[src/step_motor_pkg.sv]
`default_nettype none

package step_motor_pkg;

	localparam int SPEED_W  = 16;
	localparam int STEP_W   = 16;
	localparam int TABLE_AW = 9;
	localparam int MS_W     = 3;
	localparam int APB_AW   = 13;

	typedef logic [SPEED_W-1:0]  speed_t;
	typedef logic [STEP_W-1:0]   step_t;
	typedef logic [TABLE_AW-1:0] table_addr_t;
	typedef logic [MS_W-1:0]     ms_t;
	typedef logic [APB_AW-1:0]   apb_addr_t;
	typedef logic [31:0]         apb_data_t;

	localparam apb_addr_t REG_CTRL        = 13'h0000;
	localparam apb_addr_t REG_SPEED       = 13'h0004;
	localparam apb_addr_t REG_STEPS       = 13'h0008;
	localparam apb_addr_t REG_STROKE      = 13'h000C;
	localparam apb_addr_t REG_RAMP        = 13'h0010;
	localparam apb_addr_t REG_PRESCALE    = 13'h0014;
	localparam apb_addr_t REG_STATUS      = 13'h0018;
	localparam apb_addr_t REG_POSITION    = 13'h001C;
	localparam apb_addr_t ACCE_TABLE_BASE = 13'h0800;
	localparam apb_addr_t DEAC_TABLE_BASE = 13'h1000;

	typedef enum logic [1:0] {
		IDLE    = 2'b00,
		PREPARE = 2'b10,
		RUNNING = 2'b11
	} motor_state_e;

endpackage

`default_nettype wire

[src/step_clk_en_gen.sv]
`timescale 1ns/1ps
`default_nettype none

module step_clk_en_gen #(
	parameter int CNT_W = step_motor_pkg::SPEED_W
) (
	input  logic             clk,
	input  logic             resetn,
	input  logic [CNT_W-1:0] i_prescale,
	output logic             o_tick
);

	logic [CNT_W-1:0] cnt;

	// one tick per reload, every prescale+1 clocks
	always_ff @(posedge clk) begin
		if (!resetn) begin
			cnt    <= '0;
			o_tick <= 1'b0;
		end else if (cnt == '0) begin
			cnt    <= i_prescale;
			o_tick <= 1'b1;
		end else begin
			cnt    <= cnt - 1'b1;
			o_tick <= 1'b0;
		end
	end

endmodule

`default_nettype wire

[config.mk]
export PLATFORM = sky130hd
export DESIGN_NAME = step_clk_en_gen
export DESIGN_NICKNAME = d
export VERILOG_FILES = /design/src/step_motor_pkg.sv /design/src/step_clk_en_gen.sv
export SDC_FILE = /design/constraint.sdc
export NUM_CORES = 1
export LEC_CHECK = 0
export ABC_CLOCK_PERIOD_IN_PS = 1800
export BUFFER_PORTS_ARGS = -buffer_cell sky130_fd_sc_hd__buf_2
export CAP_MARGIN = 0
export CORE_ASPECT_RATIO = 0.8
export CORE_UTILIZATION = 52
export DETAILED_ROUTE_END_ITERATION = 6
export PLACE_DENSITY_LB_ADDON = 0.25
export SETUP_SLACK_MARGIN = 0.05
export SLEW_MARGIN = 15
export SYNTH_ARGS = -nofsm -noshare
export SYNTH_HDL_FRONTEND = slang
export SYNTH_SLANG_ARGS = --single-unit
[constraint.sdc]
create_clock -name clk -period 1.8 [get_ports clk]
set_input_delay 0.09 -clock clk [delete_from_list [all_inputs] [get_ports clk]]
set_output_delay 0.09 -clock clk [all_outputs]
set_load 0.005 [all_outputs]
==> metrics.md, run 1 <==
| Metric | Value |
|---|---|
| Synth Register Bits | 17 |
| Syn Std Cell Area | 882 µm² |
| Height of the chip | 38.8 µm |
| P per Cell Area | 1980 mW/mm² |
| Largest family of logic cells by synthesized area | simple AND/OR/NAND/NOR gates |
| Placed cells | 138 |
| First-iteration detailed-routing DRC count | 12 |
| RSZ-0062 raised after global routing | no |
| H-tree lvl count | 1 |
| Syn Area/Cell | 8.91 µm² |
| Final Hold Fails | 0 |
| Post-Synthesis Cells | 99 |
| Top-count cell post-synth | dfxtp_1 |
| Tmin final | 1.63 ns |
| Status | finished, final reports clean |
| Total number of vias | 790 |
| IO Count | 19 |
| DP HPWL | 1400 µm |
| Dominant cell type by area after synthesis | dfxtp_1 |
| Cell Area, Placed | 0.00101 mm² |
| Routed Antenna Nets | 0 |
| Slew HR | 0.759 |
| Tightest Hold Check Type | input pin to register |
| Drt wl/cell | 13.6 µm |
| Synthesis-to-layout area growth | 19.1% |
| Fillcell total | 124 |
| Post-synth EDFFs | 0 |
| Xor/xnor cell area share of the yosys netlist | 0.109 |
| TritonCTS Sinks | 17 |
| Hold-fix buffers at CTS | 0 |
| Nets@finish | 142 |
| Period Utilization, post-route | 0.907 |
| Post-cts resize count | 0 |
| Global-route usage over all layers | 0.258 |
| Post-Layout Cell Count | 142 |
| Netlist cell types | 32 |
| Postcts setup bufs | 0 |
| Area of the die | 0.00187 mm² |
| Clock Path Buffers | 2 |
| Max Slew Vio Count | 0 |
| Initial Utilization | 0.593 |
| Part of the Yosys area used for sequential elements | 0.386 |
| Critical Path RT | 2.04 ns |
| Post-synthesis adder-cell area fraction | 0.0284 |
| Share of the synthesized area in the top cell type | 0.386 |
| CTS tree | done |
| Post-route cell area | 0.00105 mm² |
| Cell chosen for the clock root | clkbuf_4 |
| DRT Pass-1 Iters | 4 |
| Tightest Pin Transition | 0.359 ns |
| CP bufs+invs | 0 |
| Core area | 0.00149 mm² |
| Total grt overflow | 0 |
| Synthesis warning total | 0 |
| Largest net degree at the start of global routing | 18 |
| Compound-gate portion of the synthesized area | 0.196 |
| First-pass GRT wire length | 3190 µm |
| Vias in the first global route | 780 |
| VDD IR-drop max | 1.05 mV |
| Die width | 48.1 µm |
| Total wire length | 1930 µm |
| Num CTS Buffers | 3 |
| GPL Wtd Cong | 0.787 |
| Clock-pin slew on the worst setup and hold paths | 0.09 ns |
| WS Path Type | register to register |
| Max-cap violations | 0 |
| Synth Area in Simple Gates | 0.240 |
| Area contributors post-synth | dfxtp_1 (39%), xnor2_1 (6.0%), a21oi_1 (5.1%) |
| DRC viols | 0 |
| Clk Latency, worst-skew pair | 0.30 ns |
| CP max stage cell | or4_4 |
| Setup TNS | 0 ns |
| Critical path fanouts, max | 4 |
| Critical path, cell by cell | or4_4 > or3b_1 > xor2_1 > a21oi_1 |
| Static leakage | 0.000418 µW |
| Top_reg_cell synth | dfxtp_1 |
| Critical Path Source Type | register |
| Layout cells sized above 1 | 0.314 |
| Crit end category | register |
| Reg area | 342 µm² |
| Port Buf Inserts | 18 |
| Fmax | 0.613 GHz |
| Initial antenna violation count | 0 |
| Ant. Diodes | 0 |
| # setup viols final | 0 |
| CP max stage delay | 0.55 ns |
| Multi-input gate area | 514 µm² |
| Via/cell ratio | 5.56 |
| # rows | 12 |
| Post-synth net total | 119 |
| Clk_skew | 0.000705 ns |
| Top cells by count, synth | dfxtp_1 (17), a21oi_1 (9), o21ai_0 (9), nor2_1 (8), xnor2_1 (6) |
| Critical path arrival | 1.87 ns |
| Synth async-reset ratio | 0 |
| Delay-heaviest family, CP | simple AND/OR/NAND/NOR gates |
| Mux cell area share after synthesis | 0 |
[sequential cells by signal, indices dropped and copies added (netlist names)]
| register | flops |
|---|---|
| o_tick | 1 |
| cnt | 16 |
[cells in the final DEF (no fill, tap or decap), drive strengths merged]
cell type	count
o31ai	2
nor3b	2
nand2	2
dfxtp	17
ha	2
clkbuf	4
or2	1
buf	23
or3b	1
nand4b	1
a21oi	9
or3	1
a211oi	4
o221ai	1
o311ai	1
nand4	2
nor4	5
nand2b	1
xor2	5
inv	4
nor2	8
xnor2	6
nor3	2
or4	2
a311oi	1
o21ai	10
a31oi	1
nand3	3
[cells by family after synthesis]
| logic type | Yosys count |
|---|---|
| flip-flops | 17 |
| AND/OR/NAND/NOR | 31 |
| buffers and inverters | 9 |
| XOR/XNOR | 11 |
| AO/OA/AOI/OAI | 29 |
| adder cells (fa/ha/maj) | 2 |
[metrics by stage]
step                power, µW   util  hold WS, ns  worst slack, ns
finish                   2080  0.707       0.0649            0.168
global route             2270  0.707       0.0656           0.0767
CTS                      2060  0.700       0.0587           0.0845
detailed placement       1840  0.683        0.380            0.111
global placement         1790  0.683        0.365            0.193
floorplan                1530      -        0.234            0.221
[worst reg2reg max path, stage by stage, from the launching register on]
cell     delay (ns)
dfxtp_1        0.36
or4_4          0.55
or3b_1         0.38
xor2_1         0.15
a21oi_1        0.14
[metal layers]
| metal | GRT usage | vias up | part of all wire |
|---|---|---|---|
| met3 | 0.112 | 4 | 0.051 |
| met5 | 0 | - | 0 |
| met1 | 0.297 | 356 | 0.47 |
| li1 | - | 405 | - |
| met2 | 0.419 | 25 | 0.46 |
| met4 | 0.0972 | 0 | 0.016 |
[layout make-up]
cell class              instances  share of cell area
clock buffers                   4              0.0250
inverters                       4              0.0143
multi-input cells              73               0.489
flip-flops and latches         17               0.325
well taps                      21              0.0250
repair buffers                 23               0.121
[worst paths after layout]
kind	startpoint	to	slack (ns)	cells after the start
max	cnt[8]	cnt[10]	0.17	4
min	i_prescale[0]	cnt[0]	0.06	3
max reg2reg	cnt[8]	cnt[10]	0.17	4
min reg2reg	cnt[0]	cnt[0]	0.51	1
[where the power goes]
| group | switching (µW) | internal [µW] | leakage [µW] |
|---|---|---|---|
| logic | 553 | 577 | 0.000263 |
| registers | 200 | 541 | 0.000140 |
| clock network | 122 | 86.5 | 0.0000150 |
| total | 874 | 1210 | 0.000418 |
Power figures use the tool's default switching activity.
==> run 2: changes to the inputs <==
Settings changed: ABC_CLOCK_PERIOD_IN_PS 1800 to 1350, CORE_ASPECT_RATIO 0.8 to default, CORE_UTILIZATION 52 to 47.
Clock period 1.8 ns to 1.35 ns, I/O delays scaled along.
==> metrics.md, run 2 (same netlist as run 1, synthesis figures left out) <==
| Metric | Value |
|---|---|
| Clk network pwr share | 0.077 |
| IO Count | 19 |
| Fin util | 0.775 |
| Final Hold Fails | 0 |
| Global-route usage over all layers | 0.239 |
| GR Layer Usage met2 | 0.377 |
| WS Path Type | register to register |
| Static leakage | 0.000555 µW |
| Hold-fix buffers at CTS | 0 |
| Routed Antenna Nets | 0 |
| H-tree lvl count | 1 |
| Max Slew Vio Count | 0 |
| Met1 Resource Use GR | 0.319 |
| First-pass GRT wire length | 3460 µm |
| Initial Utilization | 0.505 |
| P per Cell Area | 2690 mW/mm² |
| Tmin final | 1.57 ns |
| Critical path fanouts, max | 2 |
| Synthesis-to-layout area growth | 53.3% |
| Clk Latency, worst-skew pair | 0.29 ns |
| Switching power | 1480 µW |
| GR peak layer | met2 |
| Largest net degree at the start of global routing | 14 |
| Ant. Diodes | 0 |
| Total grt overflow | 0 |
| Drt wl/cell | 14.0 µm |
| DRT Pass-1 Iters | 4 |
| Slew HR | 0.804 |
| # setup viols final | 17 |
| Final Power | 3630 µW |
| Clk_skew | 0.00870 ns |
| Max-cap violations | 0 |
| DRC viols | 0 |
| Total number of vias | 912 |
| Area of the die | 0.00205 mm² |
| Hold Path Depth | 3 |
| Crit end category | register |
| Clock-pin slew on the worst setup and hold paths | 0.11 ns |
| Comb power frac | 0.669 |
| Num CTS Buffers | 3 |
| First-iteration detailed-routing DRC count | 34 |
| Int Pwr | 2160 µW |
| Initial antenna violation count | 0 |
| Nets@finish | 164 |
| Clock Path Buffers | 2 |
| Critical Path Source Type | register |
| Layout cells sized above 1 | 0.545 |
| Post-Place Setup Slack | -0.190 ns |
| Status | complete, but fails checks |
| CTS tree | done |
| Most common cell after layout, fill and taps aside | buf_4 |
| GPL Wtd Cong | 0.813 |
| Max reg flops | 16 |
| Top reg by flops | cnt |
| Tightest Hold Check Type | input pin to register |
| Critical path arrival | 1.81 ns |
| Via/cell ratio | 5.43 |
| Total wire length | 2360 µm |
| Tightest Pin Transition | 0.291 ns |
| # rows | 15 |
| Failing checks | negative setup slack |
| VDD IR-drop max | 1.55 mV |
| Vias in the first global route | 798 |
| Met3 usage | 0.0480 |
| Reg2reg path depth | 4 |
| Core area | 0.00175 mm² |
| Post-Layout Cell Count | 168 |
| Die width | 45.3 µm |
| Largest registers | cnt (16), o_tick (1) |
| Most frequent cells in the layout | buf_4 (19), buf_2 (18), dfxtp_1 (13) |
| Sw frac | 0.406 |
| Critical Path RT | 1.59 ns |
| Final setup margin | -0.224 ns |
| RSZ-0062 raised after global routing | yes |
| Cell chosen for the clock root | clkbuf_4 |
| Seq pwr share | 0.254 |
| DP HPWL | 1490 µm |
| TritonCTS Sinks | 17 |
| Period Utilization, post-route | 1.17 |
| Fmax | 0.635 GHz |
| Placed cells | 158 |
| Setup TNS | -2.47 ns |
| Height of the chip | 45.3 µm |
| Port Buf Inserts | 18 |
[run 2: power groups by stage]
stage | registers [µW] | logic (µW) | clock network (µW)
finish | 924 | 2430 | 280
global route | 941 | 2630 | 318
CTS | 914 | 2150 | 275
detailed placement | 897 | 1930 | 0
global placement | 884 | 1900 | 0
floorplan | 958 | 1220 | 0
[run 2: area by class of cell]
type,count,area (µm²)
fillers,124,393
flip-flops and latches,17,348
clock buffers,4,26.3
multi-input cells,73,609
inverters,4,15.0
well taps,25,31.3
repair buffers,45,323
[run 2: final timing paths]
check        slack (ns)           from  endpoint
max reg2reg       -0.22         cnt[8]   cnt[10]
min                0.05  i_prescale[7]    cnt[7]
min reg2reg        0.49        cnt[15]   cnt[15]
max               -0.22         cnt[8]   cnt[10]
[run 2: worst max-delay path, cell delays in order, from the launching register on]
cell and delay, ns:
dfxtp_1 0.33, or4_4 0.53, or3b_1 0.38, xor2_1 0.15, a21oi_1 0.13
[run 2: per-layer routing]
layer	wire, µm	share of wire
met5	0	0
met4	24	0.010
met3	97	0.041
met2	1240	0.53
met1	996	0.42
[run 2: what timing repair did]
| action | CTS | global route |
|---|---|---|
| setup endpoints to repair | 17 | 17 |
| buffers inserted | 2 | 2 |
| pin swaps | 1 | 2 |
| gates resized for setup | 14 | 21 |
| gates cloned | 1 | 1 |
[run 2: metrics by stage]
stage	area [µm²]	hold WS (ns)
after floorplan	916	0.212
after global placement	1160	0.341
after global routing	1350	0.0517
final	1350	0.0451
after detailed placement	1160	0.351
after CTS	1260	0.0510
