### config.mk
export PLATFORM = sky130hd
export DESIGN_NAME = step_position_tracker
export DESIGN_NICKNAME = d
export VERILOG_FILES = /design/src/step_motor_pkg.sv /design/src/step_position_tracker.sv
export SDC_FILE = /design/constraint.sdc
export NUM_CORES = 1
export LEC_CHECK = 0
export BUFFER_PORTS_ARGS = -buffer_cell sky130_fd_sc_hd__buf_4
export CORE_ASPECT_RATIO = 2
export CORE_MARGIN = 2
export CORE_UTILIZATION = 30
export DETAILED_ROUTE_END_ITERATION = 8
export PLACE_DENSITY = 0.54
export SYNTH_ARGS = -nofsm -noshare
export SYNTH_HDL_FRONTEND = slang
export SYNTH_SLANG_ARGS = --single-unit
export TNS_END_PERCENT = 100
### constraint.sdc
create_clock -name clk -period 2.9 [get_ports clk]
set_clock_uncertainty 0.15 [all_clocks]
set_input_delay 0.58 -clock clk [delete_from_list [all_inputs] [get_ports clk]]
set_output_delay 0.58 -clock clk [all_outputs]
set_load 0.05 [all_outputs]
### src/step_motor_pkg.sv
`default_nettype none

package step_motor_pkg;

	localparam int SPEED_W  = 16;
	localparam int STEP_W   = 16;
	localparam int TABLE_AW = 9;
	localparam int MS_W     = 3;
	localparam int APB_AW   = 13;

	typedef logic [SPEED_W-1:0]  speed_t;
	typedef logic [STEP_W-1:0]   step_t;
	typedef logic [TABLE_AW-1:0] table_addr_t;
	typedef logic [MS_W-1:0]     ms_t;
	typedef logic [APB_AW-1:0]   apb_addr_t;
	typedef logic [31:0]         apb_data_t;

	localparam apb_addr_t REG_CTRL        = 13'h0000;
	localparam apb_addr_t REG_SPEED       = 13'h0004;
	localparam apb_addr_t REG_STEPS       = 13'h0008;
	localparam apb_addr_t REG_STROKE      = 13'h000C;
	localparam apb_addr_t REG_RAMP        = 13'h0010;
	localparam apb_addr_t REG_PRESCALE    = 13'h0014;
	localparam apb_addr_t REG_STATUS      = 13'h0018;
	localparam apb_addr_t REG_POSITION    = 13'h001C;
	localparam apb_addr_t ACCE_TABLE_BASE = 13'h0800;
	localparam apb_addr_t DEAC_TABLE_BASE = 13'h1000;

	typedef enum logic [1:0] {
		IDLE    = 2'b00,
		PREPARE = 2'b10,
		RUNNING = 2'b11
	} motor_state_e;

endpackage

`default_nettype wire

### src/step_position_tracker.sv
`timescale 1ns/1ps
`default_nettype none

module step_position_tracker #(
	parameter int STEP_W = step_motor_pkg::STEP_W
) (
	input  logic              clk,
	input  logic              resetn,
	input  logic              i_running,
	input  logic              i_dir,
	input  logic              i_step,
	input  logic              i_zpd,
	input  logic [STEP_W-1:0] i_stroke,
	output logic              o_zpsign,
	output logic              o_tpsign,
	output logic [STEP_W-1:0] o_position
);

	logic step_d1;
	logic step_fall;
	logic at_stroke;

	assign step_fall = step_d1 && !i_step;
	assign at_stroke = (o_position == i_stroke);

	always_ff @(posedge clk) begin
		if (!resetn) begin
			step_d1  <= 1'b0;
			o_zpsign <= 1'b0;
			o_tpsign <= 1'b0;
		end else begin
			step_d1  <= i_step;
			o_tpsign <= at_stroke;
			// latch holds until the motor moves forward off the sensor
			if (i_zpd) begin
				o_zpsign <= 1'b1;
			end else if (i_running && !i_dir) begin
				o_zpsign <= 1'b0;
			end
		end
	end

	always_ff @(posedge clk) begin
		if (!resetn || o_zpsign) begin
			o_position <= STEP_W'(1);
		end else if (step_fall) begin
			if (!i_dir) begin
				if (!at_stroke) begin
					o_position <= o_position + 1'b1;
				end
			end else if (o_position > STEP_W'(1)) begin
				o_position <= o_position - 1'b1;
			end
		end
	end

endmodule

`default_nettype wire

==> results of run 1 <==
registers in the layout, indices dropped and copies added, names as in the netlist:
register,flops
o_tpsign,1
o_zpsign,1
step_d1,1
o_position,16
report_power, final:
group | internal [mW] | leakage (nW) | switching, mW
logic | 0.0455 | 0.494 | 0.0455
registers | 0.263 | 0.154 | 0.00319
clock network | 0.0963 | 0.0255 | 0.106
total | 0.405 | 0.673 | 0.155
through the flow:
step / util, % / area, um^2
detailed placement: 38.48 / 1872
CTS: 39.43 / 1918
global route: 39.43 / 1918
global placement: 38.48 / 1872
floorplan: - / 1518
finish: 39.43 / 1918
cells in the mapped netlist, types with 2 or more instances:
cell | n | area share (%)
nand4_1 | 6 | 2.5
buf_2 | 3 | 0.99
buf_6 | 2 | 1.5
a221oi_1 | 2 | 1.2
or4_1 | 2 | 0.99
xnor2_1 | 16 | 9.2
nand2b_1 | 11 | 4.5
inv_1 | 6 | 1.5
o21a_1 | 2 | 0.99
nor4_1 | 7 | 2.9
a211oi_1 | 10 | 4.9
nor2_1 | 8 | 2.0
nand4b_1 | 2 | 1.2
ha_1 | 3 | 2.5
nand3_1 | 4 | 1.3
nor3_1 | 2 | 0.66
clkbuf_1 | 13 | 3.2
and2_1 | 3 | 1.2
o21ai_0 | 4 | 1.3
nand2_1 | 27 | 6.7
dfxtp_1 | 19 | 25
mux2i_1 | 15 | 9.9
cells by family (layout without fill, tap and decap cells):
| logic type | Yosys count | in the layout |
|---|---|---|
| AOI/OAI and AO/OA | 30 | 30 |
| xor gates and xnor gates | 17 | 17 |
| adders and majority gates | 3 | 3 |
| buffers and inverters | 25 | 59 |
| DFF | 19 | 19 |
| muxes | 16 | 16 |
| and+or+nand+nor | 80 | 80 |
metal layers:
layer / vias to the layer above / track usage (%)
li1: 743 / -
met1: 712 / 17.77
met2: 53 / 32.96
met3: 11 / 2.000
met4: 0 / 9.643
met5: - / 0
layout make-up:
cell class / instances / area [um^2] / area share, %
repair buffers: 48 / 360.3 / 18.79
multi-input cells: 146 / 1033 / 53.88
inverters: 7 / 26.28 / 1.370
flip-flops and latches: 19 / 380.4 / 19.83
clock inverters: 1 / 5.005 / 0.2609
clock buffers: 3 / 41.29 / 2.153
well taps: 57 / 71.32 / 3.718
how the worst min path moves through the flow:
stage                               from        endpoint  slack (ns)  cells after the start
after global routing               i_zpd        o_zpsign        0.36                      2
after detailed placement  o_position[15]  o_position[15]        0.42                      2
after CTS                          i_zpd        o_zpsign        0.36                      2
after floorplan                   resetn        o_zpsign        0.55                      1
final                              i_zpd        o_zpsign        0.36                      2
after global placement    o_position[15]  o_position[15]        0.41                      2
worst max-delay path: stages (launching register included):
cell and delay (ns):
dfxtp_1 0.58, inv_1 0.11, ha_1 0.23, nor2_1 0.10, nor3_1 0.05, a311o_1 0.42
a2111oi_0 0.59, mux2i_1 0.24
cell usage in the layout (no fill, tap or decap), types with 2 or more instances in the layout:
master,count
nand4_1,6
a211oi_1,10
mux2i_1,15
or4_1,2
nor3_1,2
nor4_1,6
xnor2_1,16
nand2_1,27
ha_1,3
nand4b_1,2
o21ai_0,4
buf_4,48
dfxtp_1,19
and2_1,3
nand3_1,4
nand2b_1,11
inv_1,6
o21a_1,2
clkbuf_8,3
nor2_1,8
a221oi_1,2
==> flow_summary.ini, run 1 <==
[clocking]
clk_latency_ns = 0.27
cts_tree = yes
hold_buffers = 0
numCtsBuffers = 3
cts_resized = 0
cts_sinks = 19
clk_root_buffer_cell = clkbuf_8
post_cts_buffers = 0
cts_buffer_depth = 2
path_clk_slew_ns = 0.08
h-tree-depth = 1

[power_and_ir_drop]
total_power_uw = 559.4
p_leak_nw = 0.6731
power_density_nw_per_um2 = 291.7
ir_drop_mv = 0.1645

[critical_path]
regToRegSetupSlack_ns = 0.37
reg2reg_depth = 7
startpoint = o_position[0]
crit_end = o_position[15]
r2r_end = o_position[15]
critPathCaptureType = flop
r2r-start = o_position[0]
crit_arrival_ns = 2.59
worstPathRequired_ns = 2.96
cp-start-kind = flop
crit_fanout = 10
worstSetupPathType = reg2reg

[detailed_routing]
wl_met3_um = 153
drc_errors = 0
wl_per_cell_um = 16.28
met1_length_um = 1536
wl_um = 4575
first_pass_iters = 5
dr_wl_met2_um = 2698
vias = 1519
via_per_inst = 5.406
ant_nets = 0
top_layer = met4
detail_route.iter0.violations = 39

[finish]
fill_cells = 532
final_cells = 281
synthToLayoutAreaGrowth_pct = 26.38
antenna_cells = 0
final_nets = 250
drive_above_1_share_pct = 26.79

[sta]
setup_slack_ns = 0.3706
tns_ns = 0
period_share_pct = 87.22
period_minus_slack_ns = 2.529
relSlewSlack_pct = 59.94
whs_ns = 0.3613
clock.fmax_ghz = 0.3953
worst_slew_pin_slew_ns = 0.5858
hold_viol = 0
rsz0062_at_grt = false
setup_violations = 0
drv_slew = 0

[flow_run]
maxCapViolations = 0

[floorplanning]
start_util_pct = 31.20
die_h_um = 104.6
core_area_um2 = 4865
rows = 36
die_x_um = 54.30
die_area_um2 = 5679
num_io_pins = 40

[logic_synthesis]
synth_edf_count = 0
synth.avg_cell_area_um2 = 7.988
ys_warn_count = 0
synth_fa_ha_area_share_pct = 2.473
synth_fp_nets = 215
synth_flop_cell = dfxtp_1
mappedNetlistArea_um2 = 1518
ys_types = 45
synth_seq_cells = 19
synth_compound_area_share_pct = 15.17
synth_xor_area_share_pct = 9.810
synth_top_family_by_area = simple AND/OR/NAND/NOR gates
ys_seq_area_share_pct = 25.06
async_reset_ff_share_pct = 0
syn_inst = 190
synthMuxAreaShare_pct = 10.63
yosys.area_share.simple_pct = 29.43

[global_routing]
antenna_found_initial = 0
grt_use_total_pct = 17.90
grt-ovfl-total = 0
grt_pass1_wl_um = 7369
grt_max_degree = 21
grt_pass1_vias = 1458

[place]
dpl_worst_slack_ns = 0.2932
dp_hpwl_um = 3547
gp_congestion = 0.8321
placed_cells = 277
port-buffer-count = 39

[run_status]
status = finished clean

[worst_hold_path]
hp-class = in2reg
Power figures use the tool's default switching activity.
==> inputs of run 2 (changes only) <==
==> constraint.sdc (replaced) <==
create_clock -name clk -period 2.9 [get_ports clk]
set_clock_uncertainty 0.15 [all_clocks]
set_input_delay 0.29 -clock clk [delete_from_list [all_inputs] [get_ports clk]]
set_output_delay 0.29 -clock clk [all_outputs]
set_load 0.05 [all_outputs]
==> flow_summary.ini, run 2 (synthesis gave the netlist of run 1 again) <==
[floorplanning]
rows = 36
core_area_um2 = 4865
die_area_um2 = 5679
die_x_um = 54.30
start_util_pct = 31.20
die_h_um = 104.6
num_io_pins = 40

[sta]
setup_violations = 0
rsz0062_at_grt = false
drv_slew = 0
period_minus_slack_ns = 2.440
clock.fmax_ghz = 0.4099
relSlewSlack_pct = 56.62
setup_slack_ns = 0.4604
worst_slew_pin_slew_ns = 0.6478
hold_viol = 0
period_share_pct = 84.12
tns_ns = 0

[critical_path]
crit_fanout = 9
cp-start-kind = flop
crit_family = simple AND/OR/NAND/NOR gates
critPathCaptureType = flop
slowest_stage = or4_4
cpPeakStageDelay_ns = 0.60
worstPathRequired_ns = 2.94
regToRegSetupSlack_ns = 0.46
crit_buf_inv = 0
worstSetupPathType = reg2reg
crit_chain = or4_4 -> nor4b_4 -> or4b_1 -> a221oi_2 -> mux2i_1
crit_arrival_ns = 2.48

[clocking]
post_cts_buffers = 0
cts_resized = 0
cts_buffer_depth = 2
cts_tree = yes
numCtsBuffers = 3
clk_root_buffer_cell = clkbuf_8
h-tree-depth = 1
hold_buffers = 0
path_clk_slew_ns = 0.07
cts_sinks = 19
clk_latency_ns = 0.27

[place]
port-buffer-count = 39
placed_cells = 276
dpl_worst_slack_ns = 0.4813
dp_hpwl_um = 3549
gp_congestion = 0.8242

[detailed_routing]
drc_errors = 0
ant_nets = 0
vias = 1501
via_per_inst = 5.361
wl_per_cell_um = 16.60
wl_um = 4647
detail_route.iter0.violations = 51
first_pass_iters = 4

[global_routing]
grt-ovfl-total = 0
use_met2_pct = 33.13
grt-busiest-layer = met2
grt_pass1_wl_um = 7272
grt.met1_usage_pct = 16.48
grtUsageMet3_pct = 1.429
grt_use_total_pct = 17.08
grt_max_degree = 19
grt_pass1_vias = 1551
antenna_found_initial = 0

[finish]
largest_reg_flops = 16
mostFrequentLayoutCells = buf_4, nand2_1, dfxtp_1
regMostFlops = o_position
final_cells = 280
synthToLayoutAreaGrowth_pct = 25.80
final_common_cell = buf_4
antenna_cells = 0
final_nets = 249
drive_above_1_share_pct = 26.01

[worst_hold_path]
hp-class = in2reg

[power_and_ir_drop]
ir_drop_mv = 0.1684
p_int_uw = 407.2
combPwrFrac_pct = 16.8
seq_power_share_pct = 47.7
p_leak_nw = 0.6636
swShare_pct = 27.15
clkPwrFrac_pct = 35.5
p_switching_uw = 151.8
power_density_nw_per_um2 = 292.8

[flow_run]
maxCapViolations = 0

[run_status]
status = finished clean
[run 2: worst paths after layout]
check                start              to  cells after the start
max          o_position[3]  o_position[13]                      5
min reg2reg  o_position[7]   o_position[7]                      2
min                  i_zpd        o_zpsign                      2
max reg2reg  o_position[3]  o_position[13]                      5
[run 2: final cells by class]
type | instances | area [um^2]
clock buffer | 4 | 45.04
fill | 517 | 2955
inverter | 7 | 26.28
multi-input combinational | 146 | 1033
sequential | 19 | 380.4
tap | 57 | 71.32
timing repair buffer | 47 | 352.8
[run 2: layer usage]
| layer | share of wire (%) | vias to the layer above |
|---|---|---|
| met2 | 58 | 39 |
| met1 | 37 | 712 |
| li1 | - | 742 |
| met4 | 2.6 | 0 |
| met5 | 0 | - |
| met3 | 2.5 | 8 |
[run 2: stage by stage]
step                      cell area (um^2)  utilization [%]  hold slack, ns  total power [mW]
final                                 1909            39.25         0.08059            0.5590
after detailed placement              1864            38.32          0.3527            0.3671
after global placement                1864            38.32          0.3514            0.3662
after global routing                  1909            39.25         0.07910            0.5824
after CTS                             1909            39.25         0.07765            0.5661
after floorplan                       1518                -          0.2576            0.3251
[run 2: power groups by stage]
stage	clock network, mW	logic [mW]	registers, mW
after floorplan	0	0.0479	0.277
after global placement	0	0.0937	0.273
after detailed placement	0	0.0943	0.273
after CTS	0.205	0.0947	0.267
after global routing	0.213	0.103	0.267
final	0.199	0.0939	0.267
