--- config.mk ---
export PLATFORM = sky130hd
export DESIGN_NAME = step_motor_apb_regs
export DESIGN_NICKNAME = d
export VERILOG_FILES = /design/src/step_motor_pkg.sv /design/src/step_motor_apb_regs.sv
export SDC_FILE = /design/constraint.sdc
export NUM_CORES = 1
export LEC_CHECK = 0
export BUFFER_PORTS_ARGS = -buffer_cell sky130_fd_sc_hd__buf_2
export CAP_MARGIN = 25
export CELL_PAD_IN_SITES_DETAIL_PLACEMENT = 2
export CELL_PAD_IN_SITES_GLOBAL_PLACEMENT = 2
export CORE_UTILIZATION = 23
export DETAILED_ROUTE_END_ITERATION = 8
export HOLD_SLACK_MARGIN = 0.12
export PLACE_DENSITY = 0.88
export SETUP_SLACK_MARGIN = 0.1
export SYNTH_ARGS = -nofsm -noshare
export SYNTH_HDL_FRONTEND = slang
export SYNTH_SLANG_ARGS = --single-unit
--- constraint.sdc ---
create_clock -name clk -period 2.3 [get_ports clk]
set_input_delay 0.46 -clock clk [delete_from_list [all_inputs] [get_ports clk]]
set_output_delay 0.46 -clock clk [all_outputs]
set_load 0.01 [all_outputs]
--- src/step_motor_pkg.sv ---
`default_nettype none

package step_motor_pkg;

	localparam int SPEED_W  = 16;
	localparam int STEP_W   = 16;
	localparam int TABLE_AW = 9;
	localparam int MS_W     = 3;
	localparam int APB_AW   = 13;

	typedef logic [SPEED_W-1:0]  speed_t;
	typedef logic [STEP_W-1:0]   step_t;
	typedef logic [TABLE_AW-1:0] table_addr_t;
	typedef logic [MS_W-1:0]     ms_t;
	typedef logic [APB_AW-1:0]   apb_addr_t;
	typedef logic [31:0]         apb_data_t;

	localparam apb_addr_t REG_CTRL        = 13'h0000;
	localparam apb_addr_t REG_SPEED       = 13'h0004;
	localparam apb_addr_t REG_STEPS       = 13'h0008;
	localparam apb_addr_t REG_STROKE      = 13'h000C;
	localparam apb_addr_t REG_RAMP        = 13'h0010;
	localparam apb_addr_t REG_PRESCALE    = 13'h0014;
	localparam apb_addr_t REG_STATUS      = 13'h0018;
	localparam apb_addr_t REG_POSITION    = 13'h001C;
	localparam apb_addr_t ACCE_TABLE_BASE = 13'h0800;
	localparam apb_addr_t DEAC_TABLE_BASE = 13'h1000;

	typedef enum logic [1:0] {
		IDLE    = 2'b00,
		PREPARE = 2'b10,
		RUNNING = 2'b11
	} motor_state_e;

endpackage

`default_nettype wire

--- src/step_motor_apb_regs.sv ---
`timescale 1ns/1ps
`default_nettype none

module step_motor_apb_regs #(
	parameter int SPEED_W  = step_motor_pkg::SPEED_W,
	parameter int STEP_W   = step_motor_pkg::STEP_W,
	parameter int TABLE_AW = step_motor_pkg::TABLE_AW,
	parameter int MS_W     = step_motor_pkg::MS_W
) (
	input  logic                      clk,
	input  logic                      resetn,
	input  logic                      i_psel,
	input  logic                      i_penable,
	input  logic                      i_pwrite,
	input  step_motor_pkg::apb_addr_t i_paddr,
	input  step_motor_pkg::apb_data_t i_pwdata,
	output step_motor_pkg::apb_data_t o_prdata,
	output logic                      o_pready,
	output logic                      o_pslverr,
	output logic                      o_start,
	output logic                      o_stop,
	output logic                      o_dir,
	output logic [MS_W-1:0]           o_ms,
	output logic                      o_xen,
	output logic                      o_xrst,
	output logic [SPEED_W-1:0]        o_speed,
	output logic [STEP_W-1:0]         o_steps,
	output logic [STEP_W-1:0]         o_stroke,
	output logic [TABLE_AW-1:0]       o_acce_len,
	output logic [TABLE_AW-1:0]       o_deac_len,
	output logic [SPEED_W-1:0]        o_prescale,
	output logic                      o_acce_we,
	output logic                      o_deac_we,
	output logic [TABLE_AW-1:0]       o_table_addr,
	output logic [SPEED_W-1:0]        o_table_data,
	input  logic                      i_busy,
	input  logic [SPEED_W-1:0]        i_cur_speed,
	input  logic                      i_zpsign,
	input  logic                      i_tpsign,
	input  logic [STEP_W-1:0]         i_position
);

	logic access;
	logic wr_en;
	logic reg_hit;
	logic sel_acce;
	logic sel_deac;

	assign access = i_psel && i_penable;
	assign wr_en  = access && i_pwrite;

	// each table window is 2 KB, matched on the upper address bits
	assign sel_acce = (i_paddr[12:11] == step_motor_pkg::ACCE_TABLE_BASE[12:11]);
	assign sel_deac = (i_paddr[12:11] == step_motor_pkg::DEAC_TABLE_BASE[12:11]);

	assign o_acce_we    = wr_en && sel_acce;
	assign o_deac_we    = wr_en && sel_deac;
	assign o_table_addr = i_paddr[TABLE_AW+1:2];
	assign o_table_data = i_pwdata[SPEED_W-1:0];

	assign o_pready  = 1'b1;
	assign o_pslverr = access && !(reg_hit || sel_acce || sel_deac);

	always_comb begin
		reg_hit  = 1'b1;
		o_prdata = '0;
		case (i_paddr)
		step_motor_pkg::REG_CTRL: begin
			o_prdata[2]         = o_dir;
			o_prdata[4 +: MS_W] = o_ms;
			o_prdata[8]         = o_xen;
			o_prdata[9]         = o_xrst;
		end
		step_motor_pkg::REG_SPEED:    o_prdata[SPEED_W-1:0] = o_speed;
		step_motor_pkg::REG_STEPS:    o_prdata[STEP_W-1:0] = o_steps;
		step_motor_pkg::REG_STROKE:   o_prdata[STEP_W-1:0] = o_stroke;
		step_motor_pkg::REG_RAMP: begin
			o_prdata[0 +: TABLE_AW]  = o_acce_len;
			o_prdata[16 +: TABLE_AW] = o_deac_len;
		end
		step_motor_pkg::REG_PRESCALE: o_prdata[SPEED_W-1:0] = o_prescale;
		step_motor_pkg::REG_STATUS: begin
			o_prdata[0]            = i_busy;
			o_prdata[1]            = i_zpsign;
			o_prdata[2]            = i_tpsign;
			o_prdata[16 +: SPEED_W] = i_cur_speed;
		end
		step_motor_pkg::REG_POSITION: o_prdata[STEP_W-1:0] = i_position;
		default: reg_hit = 1'b0;
		endcase
	end

	always_ff @(posedge clk) begin
		if (!resetn) begin
			o_start    <= 1'b0;
			o_stop     <= 1'b0;
			o_dir      <= 1'b0;
			o_ms       <= '0;
			o_xen      <= 1'b0;
			o_xrst     <= 1'b0;
			o_speed    <= '0;
			o_steps    <= '0;
			o_stroke   <= '0;
			o_acce_len <= '0;
			o_deac_len <= '0;
			o_prescale <= '0;
		end else begin
			// start and stop bits self-clear
			o_start <= 1'b0;
			o_stop  <= 1'b0;
			if (wr_en) begin
				case (i_paddr)
				step_motor_pkg::REG_CTRL: begin
					o_start <= i_pwdata[0];
					o_stop  <= i_pwdata[1];
					o_dir   <= i_pwdata[2];
					o_ms    <= i_pwdata[4 +: MS_W];
					o_xen   <= i_pwdata[8];
					o_xrst  <= i_pwdata[9];
				end
				step_motor_pkg::REG_SPEED:    o_speed <= i_pwdata[SPEED_W-1:0];
				step_motor_pkg::REG_STEPS:    o_steps <= i_pwdata[STEP_W-1:0];
				step_motor_pkg::REG_STROKE:   o_stroke <= i_pwdata[STEP_W-1:0];
				step_motor_pkg::REG_RAMP: begin
					o_acce_len <= i_pwdata[0 +: TABLE_AW];
					o_deac_len <= i_pwdata[16 +: TABLE_AW];
				end
				step_motor_pkg::REG_PRESCALE: o_prescale <= i_pwdata[SPEED_W-1:0];
				default: ;
				endcase
			end
		end
	end

endmodule

`default_nettype wire

==> impl_metrics.ini, run 1 <==
[critical_path]
crit_path_start_kind = primary input
cp_top_family = simple AND/OR/NAND/NOR gates
path_max_fanout = 7
cp_common_cell = buf_2
cp.required_ns = 1.84
crit_type = primary input to primary output
arrival_ns = 2.05
max_stage_delay_ns = 0.61
worstSetupEndpointType = primary output
cp.buffers_inverters = 3
cp_cell_sequence = buf_2 > or4b_4 > nor4_4 > buf_6 > nand2_4 > o2111ai_2 > buf_2
crit_slowest_cell = or4b_4

[routing]
drc = 0
via_per_inst = 4.90
ant_nets = 0
first_pass_iters = 4
drtIter0Drc = 241
wirelength_um = 23900
post_drt_wl_per_cell_um = 22.9
num_vias = 5110

[floorplan]
die-width_um = 144
coreArea_um2 = 19600
ios = 236
num_rows = 51
fp.dieH_um = 144
die_area_um2 = 20700
initial_utilization_pct = 23.6

[cells_and_area]
mostFrequentLayoutCell = buf_2
synthToLayoutAreaGrowth_pct = 59.1
final_cell_mix = buf_2 (207), nand2_1 (115), mux2i_1 (95)
nets = 855
fin_area_um2 = 7350
multiInputGateArea_um2 = 2810
seqCellArea_um2 = 1800
drive_above_1_share_pct = 51.2
final_cells = 1043
num-fill-cells = 2194

[global_routing]
grt_overflow = 0
antenna_found_initial = 4
track_usage_pct = 22.2
grt_max_degree = 52
grt_pass1_wl_um = 33500
grt_pass1_vias = 5456

[min_path]
hold_class = primary input to register

[place]
gp_congestion = 0.848
dp_cells = 1016
place_ws_ns = -0.362
hpwlAfterDp_um = 17000
place_area_um2 = 6450
io_buffers = 227

[clock_tree]
clk_pin_slew_ns = 0.07
root_buffer = clkbuf_16
clock_latency_ns = 0.35
clock_path_buffers = 2
cts_hold_buf = 0
cts_tree = yes
cts-htree-levels = 3
clock_sinks = 90
cts_buffers = 9

[synthesis]
synth-edff-count = 0
yosys.area_share.xor_xnor_pct = 0.190
netlist_area_um2 = 4620
synthSimpleGateAreaFrac_pct = 19.3
synth-seq-cells = 90
synth.distinct_cells = 45
synth_adder_area_share_pct = 0
synth_top_family_by_area = multiplexers
ys_warn_count = 0
synthMuxAreaShare_pct = 23.3
avgSynthCellArea_um2 = 9.09
synth-compound-area-share_pct = 10.2
ys_seq_area_share_pct = 39.0
postSynth.asyncResetShare_pct = 0
synthesis.nets = 593
syn_inst = 508
synth_flop_cell = dfxtp_1

[timing]
rsz0062_at_grt = true
drv_slew = 0
setup_tns_ns = -3.73
finalCritPeriodShare_pct = 109
hold_violations = 0
postLayoutSetupSlackWorst_ns = -0.210
finalWorstPathRequiredPeriod_ns = 2.51
setup_viol = 32
fin_skew_ns = 0
slew_headroom_pct = 63.8
fmax_mhz = 398
tightest_slew_ns = 0.538

[pwr]
power_leakage_nw = 3.55
ir_drop_v = 0.000294
powerDensity_nw_per_um2 = 495

[status]
failed_checks = setup timing
status = complete, but fails checks

[run]
max_cap_viol_count = 0
repair_timing:
| action | in CTS | in global routing |
|---|---|---|
| gates resized for setup | 80 | 42 |
| setup endpoints to repair | 34 | 33 |
| setup buffers | 5 | 3 |
| pin swaps | 17 | 17 |
| cloned | 1 | 0 |
routing by layer:
layer  global-route usage, %  routed length (um)
met2                    38.9               12000
met3                    5.00                1420
met1                    25.2                9640
met5                       0                   9
met4                    11.6                 838
per-stage QoR:
| step | hold WS (ns) | utilization, % | power (mW) |
|---|---|---|---|
| floorplan | 0.488 | - | 1.75 |
| global placement | 0.453 | 32.9 | 1.93 |
| detailed placement | 0.471 | 32.9 | 1.94 |
| CTS | 0.333 | 36.4 | 3.65 |
| global route | 0.353 | 37.5 | 3.76 |
| finish | 0.348 | 37.5 | 3.64 |
sequential cells by signal (all words and copies together) (netlist names), 3 cells and up:
register,count
o_prescale,16
o_steps,16
o_acce_len,9
o_deac_len,9
o_stroke,16
o_speed,16
o_ms,3
cells by family after synthesis:
kind of cell    count (synthesis)
xor+xnor                        1
simple gates                  185
compound gates                 61
buf+inv                        64
flops                          90
mux                           106
other cells                     1
report_power, final:
part / switching [mW] / leakage [nW] / internal [mW]
logic: 0.230 / 2.66 / 0.169
clock network: 0.692 / 0.163 / 0.988
registers: 0.0000221 / 0.724 / 1.56
cell usage after synthesis (3+ instances only):
library cell | number | area share (%)
nand2_1 | 122 | 9.9
mux2i_1 | 95 | 21
dfxtp_1 | 90 | 39
buf_4 | 29 | 4.7
clkbuf_1 | 23 | 1.9
a22oi_1 | 17 | 2.8
a22o_1 | 15 | 2.8
mux2_2 | 11 | 2.7
o21ai_0 | 10 | 1.1
and2_1 | 9 | 1.2
nand3_1 | 8 | 0.87
nor2_1 | 6 | 0.49
nor3_1 | 6 | 0.65
nor4_1 | 6 | 0.81
a221o_1 | 4 | 0.87
buf_2 | 4 | 0.43
nand4_1 | 4 | 0.54
and3_1 | 3 | 0.41
buf_1 | 3 | 0.24
inv_1 | 3 | 0.24
nor2b_1 | 3 | 0.41
nor3b_1 | 3 | 0.49
worst paths after layout:
check                           cells after the start  slack [ns]          start             to
worst max-delay path                                7       -0.21     i_paddr[1]    o_prdata[4]
worst min-delay path                                3        0.35   i_pwdata[19]  o_deac_len[3]
worst max register to register                      2        1.50  o_prescale[6]  o_prescale[6]
worst min register to register                      2        0.48    o_steps[15]    o_steps[15]
tightest hold or removal path, stage by stage:
cell	delay [ns]
buf_2	0.09
nand2_1	0.04
mux2i_1	0.05
cell type report:
class                           count  share of cell area (%)
Multi-Input combinational cell    354                    38.2
Inverter                            3                   0.153
Clock buffer                       10                    3.25
Sequential cell                    90                    24.5
Antenna cell                        3                   0.102
Tap cell                          265                    4.51
Timing Repair Buffer              312                    28.0
Clock inverter                      6                    1.19
No activity file was read; power rests on OpenSTA's default activity.
==> inputs of run 2 (changes only) <==
PLACE_DENSITY = default   (was 0.88)
PLACE_DENSITY_LB_ADDON = 0.1   (was default)
==> run 2 against run 1 <==
The flow still finishes with violations (setup timing). Register-to-register slack gained 0.06 ns. Non-clock buffer count grew 6. Cell area is essentially flat. Largest power group unchanged. Global-route usage shrank 1.7 points. Core utilization is essentially flat. Sequential share of layout area is essentially flat. Clock skew is the same. Sequential cell count is the same. First-iteration DRC count shrank 56%. Critical path depth grew 2.
==> impl_metrics.ini, run 2 (synthesis gave the netlist of run 1 again) <==
[cells_and_area]
seqCellArea_um2 = 1800
multiInputGateArea_um2 = 2770
final_cells = 1046
mostFrequentLayoutCell = buf_2
nets = 861
antenna_cells = 0
fin_area_um2 = 7350
final_core_util_pct = 37.5
drive_above_1_share_pct = 50.8
synthToLayoutAreaGrowth_pct = 59.0
num-fill-cells = 2222
final_cell_mix = buf_2 (209), nand2_1 (115), mux2i_1 (94)

[global_routing]
grt_pass1_vias = 5350
grt_max_degree = 37
grt_pass1_wl_um = 31200
track_usage_pct = 20.6
antenna_found_initial = 0
grt_overflow = 0

[min_path]
hold_path_depth = 3
hold_class = primary input to register
min_from = i_pwdata[18]
min_to = o_deac_len[2]

[critical_path]
crit_path_start_kind = primary input
crit_slowest_cell = nor4_4
max_stage_delay_ns = 0.35
arrival_ns = 2.08
cp_cell_sequence = buf_6 > buf_6 > nor4_4 > nand4_1 > buf_4 > nor3_4 > buf_4 > a22o_1 > buf_2
path_max_fanout = 6
crit_type = primary input to primary output
cp_top_family = buffers and inverters
r2r-start = o_speed[9]
r2r_setup_slack_ns = 1.56
cp.required_ns = 1.84
worstSetupEndpointType = primary output
reg2reg_to = o_speed[9]
cp.buffers_inverters = 5
rr_worst_depth = 2

[timing]
finalWorstPathRequiredPeriod_ns = 2.54
tightest_slew_ns = 0.489
finalCritPeriodShare_pct = 110
setup_viol = 32
fmax_mhz = 394
setup_tns_ns = -5.09
hold_violations = 0
drv_slew = 0
fin_skew_ns = 0
rsz0062_at_grt = true
slew_headroom_pct = 67.1
postLayoutSetupSlackWorst_ns = -0.237

[floorplan]
ios = 236
initial_utilization_pct = 23.6
coreArea_um2 = 19600
die-width_um = 144
num_rows = 51
die_area_um2 = 20700
fp.dieH_um = 144

[clock_tree]
clk_pin_slew_ns = 0.07
cts_buffers = 9
clock_path_buffers = 2
clock_latency_ns = 0.35
root_buffer = clkbuf_16
clock_sinks = 90
cts_hold_buf = 0
cts_tree = yes
cts-htree-levels = 3

[routing]
ant_nets = 0
post_drt_wl_per_cell_um = 20.5
drc = 0
via_per_inst = 4.69
wirelength_um = 21400
first_pass_iters = 4
drtIter0Drc = 105
num_vias = 4908

[place]
dp_cells = 1020
place_area_um2 = 6480
place_ws_ns = -0.378
hpwlAfterDp_um = 16100
gp_congestion = 0.792
io_buffers = 227

[run]
max_cap_viol_count = 0

[pwr]
ir_drop_v = 0.000348
powerDensity_nw_per_um2 = 506
power_leakage_nw = 3.58

[status]
status = complete, but fails checks
failed_checks = setup timing
==> run 2: cell count changes in the layout (fill, tap and decap cells not counted), moves of 2 or more <==
cell | previous run | this run
buf_4 | 67 | 73
buf_8 | 5 | 2
diode_2 | 3 | 0
buf_2 | 207 | 209
buf_6 | 23 | 25
clkinv_2 | 2 | 0
clkinvlp_4 | 0 | 2
nand3_2 | 2 | 4
nor3_1 | 1 | 3
nor3_2 | 4 | 2
==> run 2: layout make-up <==
| class | instances | area share [%] |
|---|---|---|
| Clock buffer | 9 | 3.07 |
| Clock inverter | 7 | 1.70 |
| Inverter | 3 | 0.153 |
| Multi-Input combinational cell | 354 | 37.7 |
| Sequential cell | 90 | 24.5 |
| Tap cell | 265 | 4.51 |
| Timing Repair Buffer | 318 | 28.4 |
==> run 2: where the power goes <==
part,internal [mW],switching [mW]
clock network,1.07,0.710
logic,0.162,0.211
registers,1.56,0.0000205
total,2.79,0.920
==> run 2: metrics by stage <==
stage	hold slack [ns]	power [mW]
6_report	0.351	3.71
5_1_grt	0.352	3.85
4_1_cts	0.334	3.77
3_5_place_dp	0.469	1.94
3_3_place_gp	0.456	1.93
2_1_floorplan	0.488	1.75
==> run 2: worst min-delay path, delay by kind of cell <==
kind / cells / cell delay [ns]
buffers and inverters: 1 / 0.09
and+or+nand+nor: 1 / 0.04
muxes: 1 / 0.06
==> run 2: layer usage <==
| metal | wire length [um] | vias to the layer above | global-route usage [%] | share of wire [%] |
|---|---|---|---|---|
| met4 | 270 | 0 | 6.72 | 1.3 |
| met5 | 0 | - | 0 | 0 |
| met3 | 941 | 17 | 3.63 | 4.4 |
| li1 | - | 2315 | - | - |
| met1 | 9310 | 2445 | 24.9 | 44 |
| met2 | 10900 | 131 | 36.5 | 51 |
==> run 2: worst max path at each step <==
| stage | slack [ns] | depth (start not counted) | startpoint | endpoint |
|---|---|---|---|---|
| CTS | -0.21 | 9 | i_paddr[8] | o_prdata[1] |
| global route | -0.35 | 9 | i_paddr[8] | o_prdata[19] |
| floorplan | 0.1 | 4 | i_paddr[3] | o_prdata[14] |
| detailed placement | -0.38 | 7 | i_paddr[9] | o_prdata[1] |
| global placement | -0.33 | 7 | i_paddr[9] | o_prdata[9] |
| finish | -0.24 | 9 | i_paddr[8] | o_prdata[21] |
==> run 2: repair_timing <==
action                     CTS  global route
setup endpoints to repair   33            46
gates resized for setup     76            30
setup buffers                7             5
gates cloned                 1             1
pin swaps                   21            15
